`src/hdl/ooo_defs.svh`:
```
`ifndef OOO_DEFS_SVH
`define OOO_DEFS_SVH

// data path width
`define OOO_XLEN 32

// architectural register count, x0 included
`define OOO_ARCH_REGS 32

// physical register count
`define OOO_PHYS_REGS 64

// ALU reservation station entries
`define OOO_RS_DEPTH 4

// reorder buffer entries, also the in-flight limit
`define OOO_ROB_DEPTH 8

`endif
```
`src/hdl/ooo_pkg.sv`:
```
`default_nettype none
`include "ooo_defs.svh"

package ooo_pkg;

    typedef logic [`OOO_XLEN-1:0] xdata_t;
    typedef logic [$clog2(`OOO_ARCH_REGS)-1:0] areg_t;
    typedef logic [$clog2(`OOO_PHYS_REGS)-1:0] preg_t;
    typedef logic [$clog2(`OOO_ROB_DEPTH)-1:0] rob_tag_t;
    typedef logic [31:0] insn_t;

    typedef enum logic [3:0] {
        ALU_ADD  = 4'd0,
        ALU_SUB  = 4'd1,
        ALU_SLL  = 4'd2,
        ALU_SLT  = 4'd3,
        ALU_SLTU = 4'd4,
        ALU_XOR  = 4'd5,
        ALU_SRL  = 4'd6,
        ALU_SRA  = 4'd7,
        ALU_OR   = 4'd8,
        ALU_AND  = 4'd9
    } alu_op_e;

    typedef struct packed {
        alu_op_e  op;
        preg_t    dst;
        rob_tag_t rob_tag;
        logic     src1_ready;
        preg_t    src1_tag;
        xdata_t   src1_value;
        logic     src2_ready;
        preg_t    src2_tag;
        xdata_t   src2_value; // holds the immediate when imm_sel is set
        logic     imm_sel;
    } rs_entry_t;

    typedef struct packed {
        areg_t rd;
        preg_t old_preg;
    } rob_entry_t;

    typedef struct packed {
        logic     valid;
        preg_t    dst;
        rob_tag_t rob_tag;
        xdata_t   value;
    } wb_bus_t;

    typedef struct packed {
        logic   valid;
        areg_t  rd;
        xdata_t value;
    } commit_t;

    typedef struct packed {
        logic  valid;
        preg_t preg;
    } free_t;

    function automatic xdata_t alu_compute(input alu_op_e op, input xdata_t a, input xdata_t b);
        logic [$clog2(`OOO_XLEN)-1:0] shamt;
        xdata_t res;
        shamt = b[$clog2(`OOO_XLEN)-1:0];
        case (op)
            ALU_ADD:  res = a + b;
            ALU_SUB:  res = a - b;
            ALU_SLL:  res = a << shamt;
            ALU_SLT:  res = xdata_t'($signed(a) < $signed(b));
            ALU_SLTU: res = xdata_t'(a < b);
            ALU_XOR:  res = a ^ b;
            ALU_SRL:  res = a >> shamt;
            ALU_SRA:  res = xdata_t'($signed(a) >>> shamt);
            ALU_OR:   res = a | b;
            ALU_AND:  res = a & b;
            default:  res = '0;
        endcase
        return res;
    endfunction

endpackage

`default_nettype wire

```
`src/hdl/dispatch_unit.sv`:
```
`default_nettype none
`include "ooo_defs.svh"

module dispatch_unit (
    input  wire logic                   clk,
    input  wire logic                   rst_n,
    input  wire logic                   insn_valid,
    input  wire ooo_pkg::insn_t         insn,
    output logic                        insn_ready,
    output ooo_pkg::preg_t              src1_tag,
    output ooo_pkg::preg_t              src2_tag,
    input  wire ooo_pkg::xdata_t        src1_value,
    input  wire ooo_pkg::xdata_t        src2_value,
    input  wire logic                   src1_ready,
    input  wire logic                   src2_ready,
    input  wire ooo_pkg::wb_bus_t       wb,
    input  wire logic                   rs_full,
    input  wire logic                   rob_full,
    input  wire ooo_pkg::rob_tag_t      rob_tail,
    output logic                        dispatch_valid,
    output ooo_pkg::rs_entry_t          rs_entry,
    output ooo_pkg::rob_entry_t         rob_entry,
    input  wire ooo_pkg::free_t         free
);

    localparam int FREE_DEPTH = `OOO_PHYS_REGS - `OOO_ARCH_REGS;
    localparam int FREE_W = $clog2(FREE_DEPTH);
    localparam logic [6:0] OPC_OP = 7'b0110011;
    localparam logic [6:0] OPC_OP_IMM = 7'b0010011;

    ooo_pkg::preg_t rat [`OOO_ARCH_REGS];
    ooo_pkg::preg_t free_list [FREE_DEPTH];
    logic [FREE_W-1:0] fl_head;
    logic [FREE_W-1:0] fl_tail;
    logic [FREE_W:0] fl_count;

    ooo_pkg::areg_t rd, rs1, rs2;
    logic [2:0] funct3;
    logic alt; // funct7[5], picks SUB / SRA
    logic is_op, imm_sel, alloc, bypass1, bypass2;
    ooo_pkg::xdata_t imm;
    ooo_pkg::alu_op_e op;
    ooo_pkg::preg_t new_tag;

    assign rd = insn[11:7];
    assign rs1 = insn[19:15];
    assign rs2 = insn[24:20];
    assign funct3 = insn[14:12];
    assign alt = insn[30];
    assign is_op = insn[6:0] == OPC_OP;
    assign imm_sel = insn[6:0] == OPC_OP_IMM;
    assign imm = {{(`OOO_XLEN-12){insn[31]}}, insn[31:20]};

    always_comb begin
        case (funct3)
            3'b000: op = (is_op && alt) ? ooo_pkg::ALU_SUB : ooo_pkg::ALU_ADD;
            3'b001: op = ooo_pkg::ALU_SLL;
            3'b010: op = ooo_pkg::ALU_SLT;
            3'b011: op = ooo_pkg::ALU_SLTU;
            3'b100: op = ooo_pkg::ALU_XOR;
            3'b101: op = alt ? ooo_pkg::ALU_SRA : ooo_pkg::ALU_SRL;
            3'b110: op = ooo_pkg::ALU_OR;
            default: op = ooo_pkg::ALU_AND;
        endcase
    end

    assign insn_ready = (fl_count != '0) && !rs_full && !rob_full;
    assign dispatch_valid = insn_valid && insn_ready;
    assign alloc = dispatch_valid && (rd != '0); // x0 takes no register
    assign new_tag = free_list[fl_head];

    assign src1_tag = rat[rs1];
    assign src2_tag = rat[rs2];

    // result broadcast this cycle is not in the regfile yet
    assign bypass1 = wb.valid && (wb.dst != '0) && (wb.dst == src1_tag);
    assign bypass2 = wb.valid && (wb.dst != '0) && (wb.dst == src2_tag);

    always_comb begin
        rs_entry.op = op;
        rs_entry.dst = (rd != '0) ? new_tag : '0;
        rs_entry.rob_tag = rob_tail;
        rs_entry.src1_ready = src1_ready || bypass1;
        rs_entry.src1_tag = src1_tag;
        rs_entry.src1_value = bypass1 ? wb.value : src1_value;
        rs_entry.src2_ready = imm_sel || src2_ready || bypass2;
        rs_entry.src2_tag = imm_sel ? '0 : src2_tag;
        rs_entry.src2_value = imm_sel ? imm : (bypass2 ? wb.value : src2_value);
        rs_entry.imm_sel = imm_sel;
        rob_entry.rd = rd;
        rob_entry.old_preg = rat[rd];
    end

    always_ff @(posedge clk or negedge rst_n) begin
        if (!rst_n) begin
            for (int i = 0; i < `OOO_ARCH_REGS; i++) rat[i] <= ooo_pkg::preg_t'(i);
            for (int i = 0; i < FREE_DEPTH; i++) begin
                free_list[i] <= ooo_pkg::preg_t'(`OOO_ARCH_REGS + i);
            end
            fl_head <= '0;
            fl_tail <= '0; // list starts full, tail wrapped
            fl_count <= (FREE_W + 1)'(FREE_DEPTH);
        end else begin
            if (alloc) begin
                rat[rd] <= new_tag;
                fl_head <= fl_head + 1'b1;
            end
            if (free.valid) begin
                free_list[fl_tail] <= free.preg;
                fl_tail <= fl_tail + 1'b1;
            end
            case ({alloc, free.valid})
                2'b10: fl_count <= fl_count - 1'b1;
                2'b01: fl_count <= fl_count + 1'b1;
                default: ;
            endcase
        end
    end

    // a full list means nothing is in flight, so nothing can come back
    a_no_push_full: assert property (@(posedge clk) disable iff (!rst_n)
        free.valid |-> fl_count < (FREE_W + 1)'(FREE_DEPTH));

endmodule

`default_nettype wire

```
`config.mk`:
```
export PLATFORM = sky130hd
export DESIGN_NAME = dispatch_unit
export DESIGN_NICKNAME = d
export VERILOG_FILES = /design/src/hdl/ooo_pkg.sv /design/src/hdl/dispatch_unit.sv
export VERILOG_INCLUDE_DIRS = /design/src /design/src/hdl
export SDC_FILE = /design/constraint.sdc
export NUM_CORES = 1
export LEC_CHECK = 0
export BUFFER_PORTS_ARGS = -buffer_cell sky130_fd_sc_hd__buf_2
export CAP_MARGIN = 20
export CORE_UTILIZATION = 49
export DETAILED_ROUTE_END_ITERATION = 7
export GPL_ROUTABILITY_DRIVEN = 0
export GPL_TIMING_DRIVEN = 0
export HOLD_SLACK_MARGIN = 0.12
export MAX_ROUTING_LAYER = met4
export PLACE_DENSITY = 0.75
export SYNTH_ARGS = -nofsm -noshare
export SYNTH_HDL_FRONTEND = slang
export SYNTH_SLANG_ARGS = --single-unit
```
`constraint.sdc`:
```
create_clock -name clk -period 8.4 [get_ports clk]
set_input_delay 0 -clock clk [delete_from_list [all_inputs] [get_ports clk]]
set_output_delay 0 -clock clk [all_outputs]
set_load 0.01 [all_outputs]
```
Word-level counts from Yosys, hierarchy flattened:

Index checks and enable logic that the tools add are counted.

* add/subtract/negate cells: 4
* $lt $le $gt $ge: 7
* eq/ne operators: 12
* mux-type cells: 27
* bitwise operators: 5
* reductions and logical operators: 20

Operator list (number)
* $bwmux W192: 2
* $bmux W6 S5: 4
* $mux W32: 3
* $mux W6: 12
* $demux W6 S5: 2
* $ge A6 B6 Y1 const B: 5
* $not A5 Y6: 5
* $pmux W4 S7: 1
* $eq A6 B6 Y1: 2
* $lt A6 B1 Y1 const B: 2
* $pmux W6 S2: 1
* $reduce_bool A6 Y1: 2
* $add A5 B1 Y5 const B: 2
* $logic_and A1 B1 Y1: 10
* $eq A3 B3 Y1 const B: 3
* $eq A7 B5 Y1 const B: 1
* $eq A7 B6 Y1 const B: 1
* $add A6 B1 Y6 const B: 1
* $eq A3 B2 Y1 const B: 2
* $sub A6 B1 Y6 const B: 1
* $reduce_bool A5 Y1: 1
* $eq A3 B1 Y1 const B: 1
* $logic_not A3 Y1: 1
* $logic_or A1 B1 Y1: 3
* 5 further kinds: 7

* flip-flop bits (word level): 400
* input port bits: 155
* output and inout port bits: 117
* logic and storage cells: 142

Depth between registers and ports, before layout:

Gate-level depths: netlist of the first run.

* word-level depth: 8
* gate-level depth with buffers: 17
* depth with buffers taken out: 15

Worst setup path before layout of the first run:

Ideal clock, no wire load.

* path kind: reg2reg
* start: register fl_count[5]
* end: register fl_count[5]
* setup time: 0.083 ns
* arrival time: 3.336 ns
* required time: 8.317 ns
* slack: 4.981 ns
* stages on the path, launching flop included: 18
* buffers on the path: 2
* clock period less this slack: 3.419 ns
* path through: dfstp_2 -> nor4_1 -> a311oi_1 -> and2_1 -> clkbuf_1 -> nor2b_1 -> clkbuf_1 -> inv_1 -> ha_1 -> inv_1 -> ha_1 -> a21oi_1 -> nand2_1 -> a21o_1 -> a21oi_1 -> xnor2_1 -> nor2_1 -> xor2_1

* cells in the longest elaborated chain, start to end: 7
* elaborated cells between the ends (all ways): 11
* classes of those cells: add/sub: 2; eq/ne: 2; mux: 1; reduce/logical: 6

RTL lines
* from (decl): RTL line dispatch_unit.sv:35 `logic [FREE_W:0] fl_count;`
* from (signal assigned): RTL line dispatch_unit.sv:102 `fl_count <= (FREE_W + 1)'(FREE_DEPTH);`
* from (signal assigned): RTL line dispatch_unit.sv:113 `2'b10: fl_count <= fl_count - 1'b1;`
* from (signal assigned): RTL line dispatch_unit.sv:114 `2'b01: fl_count <= fl_count + 1'b1;`
* $reduce_bool A6 Y1 *: RTL line dispatch_unit.sv:67 `assign insn_ready = (fl_count != '0) && !rs_full && !rob_full;`
* $logic_and A1 B1 Y1 * (2 in a row): RTL line dispatch_unit.sv:67
* named net insn_ready: RTL line dispatch_unit.sv:9 `output logic insn_ready,`
* $logic_and A1 B1 Y1 *: RTL line dispatch_unit.sv:68 `assign dispatch_valid = insn_valid && insn_ready;`
* named net dispatch_valid: RTL line dispatch_unit.sv:20 `output logic dispatch_valid,`
* $logic_and A1 B1 Y1 *: RTL line dispatch_unit.sv:69 `assign alloc = dispatch_valid && (rd != '0);`
* $eq A2 B1 Y1 / $eq A2 B2 Y1 (equally long branches): RTL line dispatch_unit.sv:112 `case ({alloc, free.valid})`
* $pmux W6 S2 / $reduce_bool A2 Y1 (equally long branches)

Mark *: on every way through the listed nets, which the timed path passes. The rest lies on a longest branch.
A chain may end at the register's enable or synchronous reset.

==> run metrics, run 1 <==
Synth Area in Simple Gates 6.79%; Filler cells 3,572; initial antenna violation count 2; largest net degree at the start of global routing 98; R2R Setup Slk 4.36 ns; Post-synth top cells nor2_1, mux4_2, mux2_2; mux cell area share after synthesis 37.0%; FF-to-FF path depth 7; CP Data Arrival Time 4.56 ns; cts bufs inserted 42; Port Buffer Count 257; worst min-delay path class input pin to primary output; H-tree Lvls 2; status complete, no violations; num ports 272; top cells by area, synth dfrtp_1, dfstp_2, mux4_2; Critical Path End Type primary output; peak fanout along the critical path 10; met3 Use GR 7.28%; clock buffer depth 3; FP Rows 78; footprint of the multi-input gates 0.0117 mm2; global-route wire length before repair 104,000 um; critical path's most frequent cell clkbuf_1; worst-case hold slack 0.184 ns; fmax 219 MHz; CTS clk-pin slew, worst paths 0.06 ns; Synth Register Bits 400; CTS root buf clkbuf_16; Synth top area share 22.8%; worst vdd ir 0.238 mV; CP max stage delay 0.77 ns; Net count, final 2,258; Yosys warning count 0; cell with the most instances after synthesis nor2_1; Final period util 54.3%; CTS tree yes; Starting Density 49.9%; final WL 69,300 um; Worst-Skew Late Latency 0.57 ns; grt peak-use layer met2; mean post-synth cell area 12.9 um2; worst slew pin tran 1.09 ns; RSZ-0062 raised after global routing no; Post-synth EDFFs 0; CP cell instances clkbuf_1 -> clkbuf_1 -> mux4_2 -> mux4_2 -> mux2i_1 -> clkbuf_1 -> nor2_1 -> buf_2; CP required 8.40 ns; Die Y 218 um; WS Path Type flop to primary output; Distinct cells, synth 52; Global Route met1 Usage 36.1%; routed len/inst 25.4 um; Die Footprint 0.0473 mm2; core area 0.0456 mm2; Reg2Reg Launch Point fl_head[0]; Via density 6.29; Max Cap Violations 0; DRT Pass-1 Iters 6; Synth Instances 1,770; number of global-route vias before repair 17,087; Setup Skew 0.0204 ns; Sink Count 400; GRT Resource Usage Total 30.3%; post-layout instance area 0.0264 mm2; post_cts resized 0; met2 usage 47.6%; drt drc 0; largest family of logic cells by synthesized area multiplexers; crit path capture rs_entry[87]; top cell type by total area after synthesis dfrtp_1; post-CTS setup buffer count 0; slowest cell on the critical path clkbuf_1; post-synthesis compound-gate area fraction 5.97%; final hold vios 0; placed instance area 0.0250 mm2; pwr/cell area 302 mW/mm2; share of layout cells above drive strength 1 47.3%; Synth Cell Area 0.0228 mm2; crit path from fl_head[0]; Rel. slew slack 26.8%; Final setup viols 0; Via Count 17,133; Synth-to-Final Area Change 16.2%; Post-DP HPWL 51,000 um; register area share after synthesis 45.0%; setup TNS 0 ns; Post-Synth XOR/XNOR Area 0.769%; commonest register cell after synthesis dfrtp_1; ys async rst share 100%; syn_nets 1,937; Post-DRT Antenna Nets 0; total grt overflow 0; Seq. cell area 0.0103 mm2; RR Endpoint rat[95]; Final Max Tran Viols 0; min Tclk post-route 4.56 ns; Detailed Route Iter0 Violations 1,846; DIE WIDTH 218 um; Post-Synth Adder-Cell Area 0.693%; leakage power 11.0 nW; Worst setup SP type flop
## metrics by stage
step                      worst slack [ns]  power (mW)  util [%]  cells
after global routing                  3.61        8.34      58.0   2725
after global placement             0.00794        5.93      54.4   2627
after CTS                             3.86        7.94      58.0   2723
final                                 3.84        7.99      58.0   2725
after detailed placement              4.25        6.10      54.8   2634
after floorplan                       4.98        5.08         -   1770
## kinds of logic after synthesis
group / Yosys count
buffers and inverters: 191
xor gates and xnor gates: 20
DFF: 400
and+or+nand+nor: 359
adders and majority gates: 12
muxes: 531
AOI/OAI and AO/OA: 257
## cell usage in the layout, fill, tap and decap left out, drive strengths merged, types with 13 or more instances in the layout
cell and instances:
mux2 242, nor2 238, mux2i 65, dfrtp 207, inv 19, buf 313, nand2 47, nand3 15
dfstp 193, clkbuf 197, xnor2 13, mux4 224, o21ai 35, a21oi 197
## report_power, final
group	internal (mW)	leakage (nW)	switching [mW]	total [mW]
sequential	2.73	4.72	0.413	3.14
clock	1.05	0.656	0.786	1.83
combinational	1.39	5.61	1.63	3.02
## repair_timing
item,4_1_cts,5_1_grt
endpoints found under the hold margin,219,0
hold buffers,12,0
setup endpoints to repair,0,0
## worst min path at each step
| stage | start | to | cells past startpoint |
|---|---|---|---|
| after CTS | insn[9] | rat[156] | 6 |
| after detailed placement | rst_n | free_list[86] | 1 |
| after floorplan | rst_n | fl_count[0] | 0 |
| after global placement | rob_tail[2] | rs_entry[81] | 2 |
| final | rob_tail[0] | rs_entry[79] | 2 |
| after global routing | insn[8] | rob_entry[7] | 2 |
## cell type report
class	instances	share of cell area [%]
Antenna cell	1	0.00946
Sequential cell	400	38.8
Clock buffer	72	4.90
Multi-Input combinational cell	1179	44.1
Tap cell	600	2.84
Buffer	172	2.95
Inverter	19	0.270
Timing Repair Buffer	277	6.00
Clock inverter	5	0.166
## critical path: cells and delay by family (launching register included)
kind          cells  cell delay (ns)
mux               3             1.83
flops             1             0.34
buf+inv           4             1.68
simple gates      1             0.12
## state kept, by name, summed over array words and instances (netlist names)
| name | flops |
|---|---|
| fl_count | 6 |
| rat | 192 |
| fl_tail | 5 |
| fl_head | 5 |
| free_list | 192 |
## routing by layer
metal | share of wire, % | vias to the layer above
li1 | - | 7214
met1 | 36 | 8587
met2 | 48 | 1089
met3 | 10 | 243
met4 | 5.9 | 0
met5 | 0 | -
(Power assumes the default switching activity.)
==> inputs of run 2 (changes only) <==
==> constraint.sdc (replaced) <==
create_clock -name clk -period 4.55 [get_ports clk]
set_input_delay 0 -clock clk [delete_from_list [all_inputs] [get_ports clk]]
set_output_delay 0 -clock clk [all_outputs]
set_load 0.01 [all_outputs]
==> run 2 against run 1 <==
Register-to-register slack got worse by 3.7 ns. Via count about the same. Worst hold slack unchanged. Clock power increased by 85%. Critical path type unchanged. Highest routed layer unchanged.
==> run metrics, run 2 (synthesis results as in run 1) <==
status complete, no violations; Final setup viols 0; CP required 4.55 ns; min Tclk post-route 4.46 ns; worst-case hold slack 0.184 ns; post-CTS setup buffer count 0; most common cell after layout, fill and taps aside buf_2; FP Rows 78; Hold EP rs_entry[79]; core area 0.0456 mm2; WS Path Type flop to primary output; pwr/cell area 558 mW/mm2; Sink Count 400; final WL 69,200 um; largest net degree at the start of global routing 98; Post-DP HPWL 51,000 um; Post-DRT Antenna Nets 0; Rel. slew slack 26.7%; critical path's most frequent cell clkbuf_1; Detailed Route Iter0 Violations 1,778; Setup Skew 0.0210 ns; CP max stage delay 0.72 ns; total grt overflow 0; num ports 272; RR Endpoint rat[113]; cts bufs inserted 42; DIE WIDTH 218 um; routed len/inst 25.4 um; CP cell instances clkbuf_1 -> clkbuf_1 -> mux4_2 -> mux4_2 -> mux2i_1 -> clkbuf_1 -> nor2_1 -> buf_2; largest registers free_list (192), rat (192), fl_count (6); Starting Density 49.9%; Worst setup SP type flop; Top delay family on crit path multiplexers; share of layout cells above drive strength 1 47.6%; Max Cap Violations 0; CTS root buf clkbuf_16; Clock power frac 22.9%; FF-to-FF path depth 7; slowest cell on the critical path clkbuf_1; leakage power 11.0 nW; clock buffer depth 3; global-route wire length before repair 104,000 um; peak fanout along the critical path 10; P_int 9.54 mW; DRT Pass-1 Iters 6; setup ws final 0.0903 ns; worst vdd ir 0.440 mV; worst min-delay path class input pin to primary output; CP Data Arrival Time 4.46 ns; pre-CTS setup slack 0.398 ns; switching fraction of total power 35.4%; post-layout instance area 0.0265 mm2; CTS tree yes; RSZ-0062 raised after global routing yes; min-delay src rob_tail[0]; Final Power 14.8 mW; Reg power frac 39.3%; Reg2Reg Launch Point fl_head[0]; Hold Path Cell Cnt 2; number of global-route vias before repair 17,087; Via Count 17,150; Non-Filler Instances 2,725; worst slew pin tran 1.10 ns; Via density 6.29; final hold vios 0; R2R Setup Slk 0.63 ns; placed instance area 0.0250 mm2; Worst-Skew Late Latency 0.57 ns; initial antenna violation count 2; Final Util 58.1%; GRT Resource Usage Total 30.3%; setup TNS 0 ns; Final period util 98.0%; drt drc 0; CP bufs+invs 4; Psw 5.22 mW; Synth-to-Final Area Change 16.2%; H-tree Lvls 2; Die Footprint 0.0473 mm2; Die Y 218 um; fmax 224 MHz; Critical Path End Type primary output; Placed Cells 2,634; Net count, final 2,258; Comb pwr share 37.8%; Port Buffer Count 257; Final Max Tran Viols 0; CTS clk-pin slew, worst paths 0.06 ns; most frequent cells in the layout buf_2, nor2_1, mux4_2, mux2_2, dfrtp_1
[run 2: cell types whose count changed in the layout (fill, tap and decap cells not counted)]
cell	change
clkdlybuf4s15_1	+1
clkbuf_1	-1
mux2i_2	+2
buf_1	-3
clkbuf_2	+3
mux2i_1	-2
[run 2: worst max path at each step]
| stage | startpoint | endpoint | slack (ns) | cells after the start |
|---|---|---|---|---|
| global route | fl_head[0] | rs_entry[87] | -0.13 | 8 |
| global placement | rst_n | rat[143] | -3.84 | 1 |
| detailed placement | insn[21] | rs_entry[12] | 0.40 | 13 |
| floorplan | fl_count[5] | fl_count[5] | 1.13 | 17 |
| CTS | fl_head[0] | rs_entry[87] | 0.006 | 8 |
| finish | fl_head[0] | rs_entry[87] | 0.09 | 8 |
[run 2: cell type report]
| class | instances | area [um2] |
|---|---|---|
| multi-input cells | 1179 | 11700 |
| flip-flops and latches | 400 | 10300 |
| inverters | 19 | 71.3 |
| clock inverters | 5 | 43.8 |
| clock buffers | 72 | 1290 |
| diodes | 1 | 2.50 |
| repair buffers | 277 | 1590 |
| fillers | 3570 | 19100 |
| well taps | 600 | 751 |
| plain buffers | 172 | 791 |
[run 2: layer usage]
layer | wire length [um] | global-route usage [%] | vias to the layer above
met5 | 0 | - | -
met4 | 4180 | 16.6 | 0
met3 | 7060 | 7.28 | 239
met2 | 33300 | 47.6 | 1110
met1 | 24700 | 36.1 | 8594
li1 | - | - | 7207
[run 2: power by group through the flow]
stage / clock, mW / combinational, mW / sequential [mW]
final: 3.38 / 5.57 / 5.80
after global routing: 3.56 / 5.93 / 5.93
after CTS: 3.41 / 5.49 / 5.76
after detailed placement: 0 / 5.45 / 5.81
after global placement: 0 / 5.26 / 5.70
after floorplan: 0 / 3.85 / 5.52
[run 2: what timing repair did]
item	4_1_cts	5_1_grt
hold endpoints to repair	219	0
hold buffers	12	0
gates resized for setup	0	10
endpoints found under the setup margin	0	8
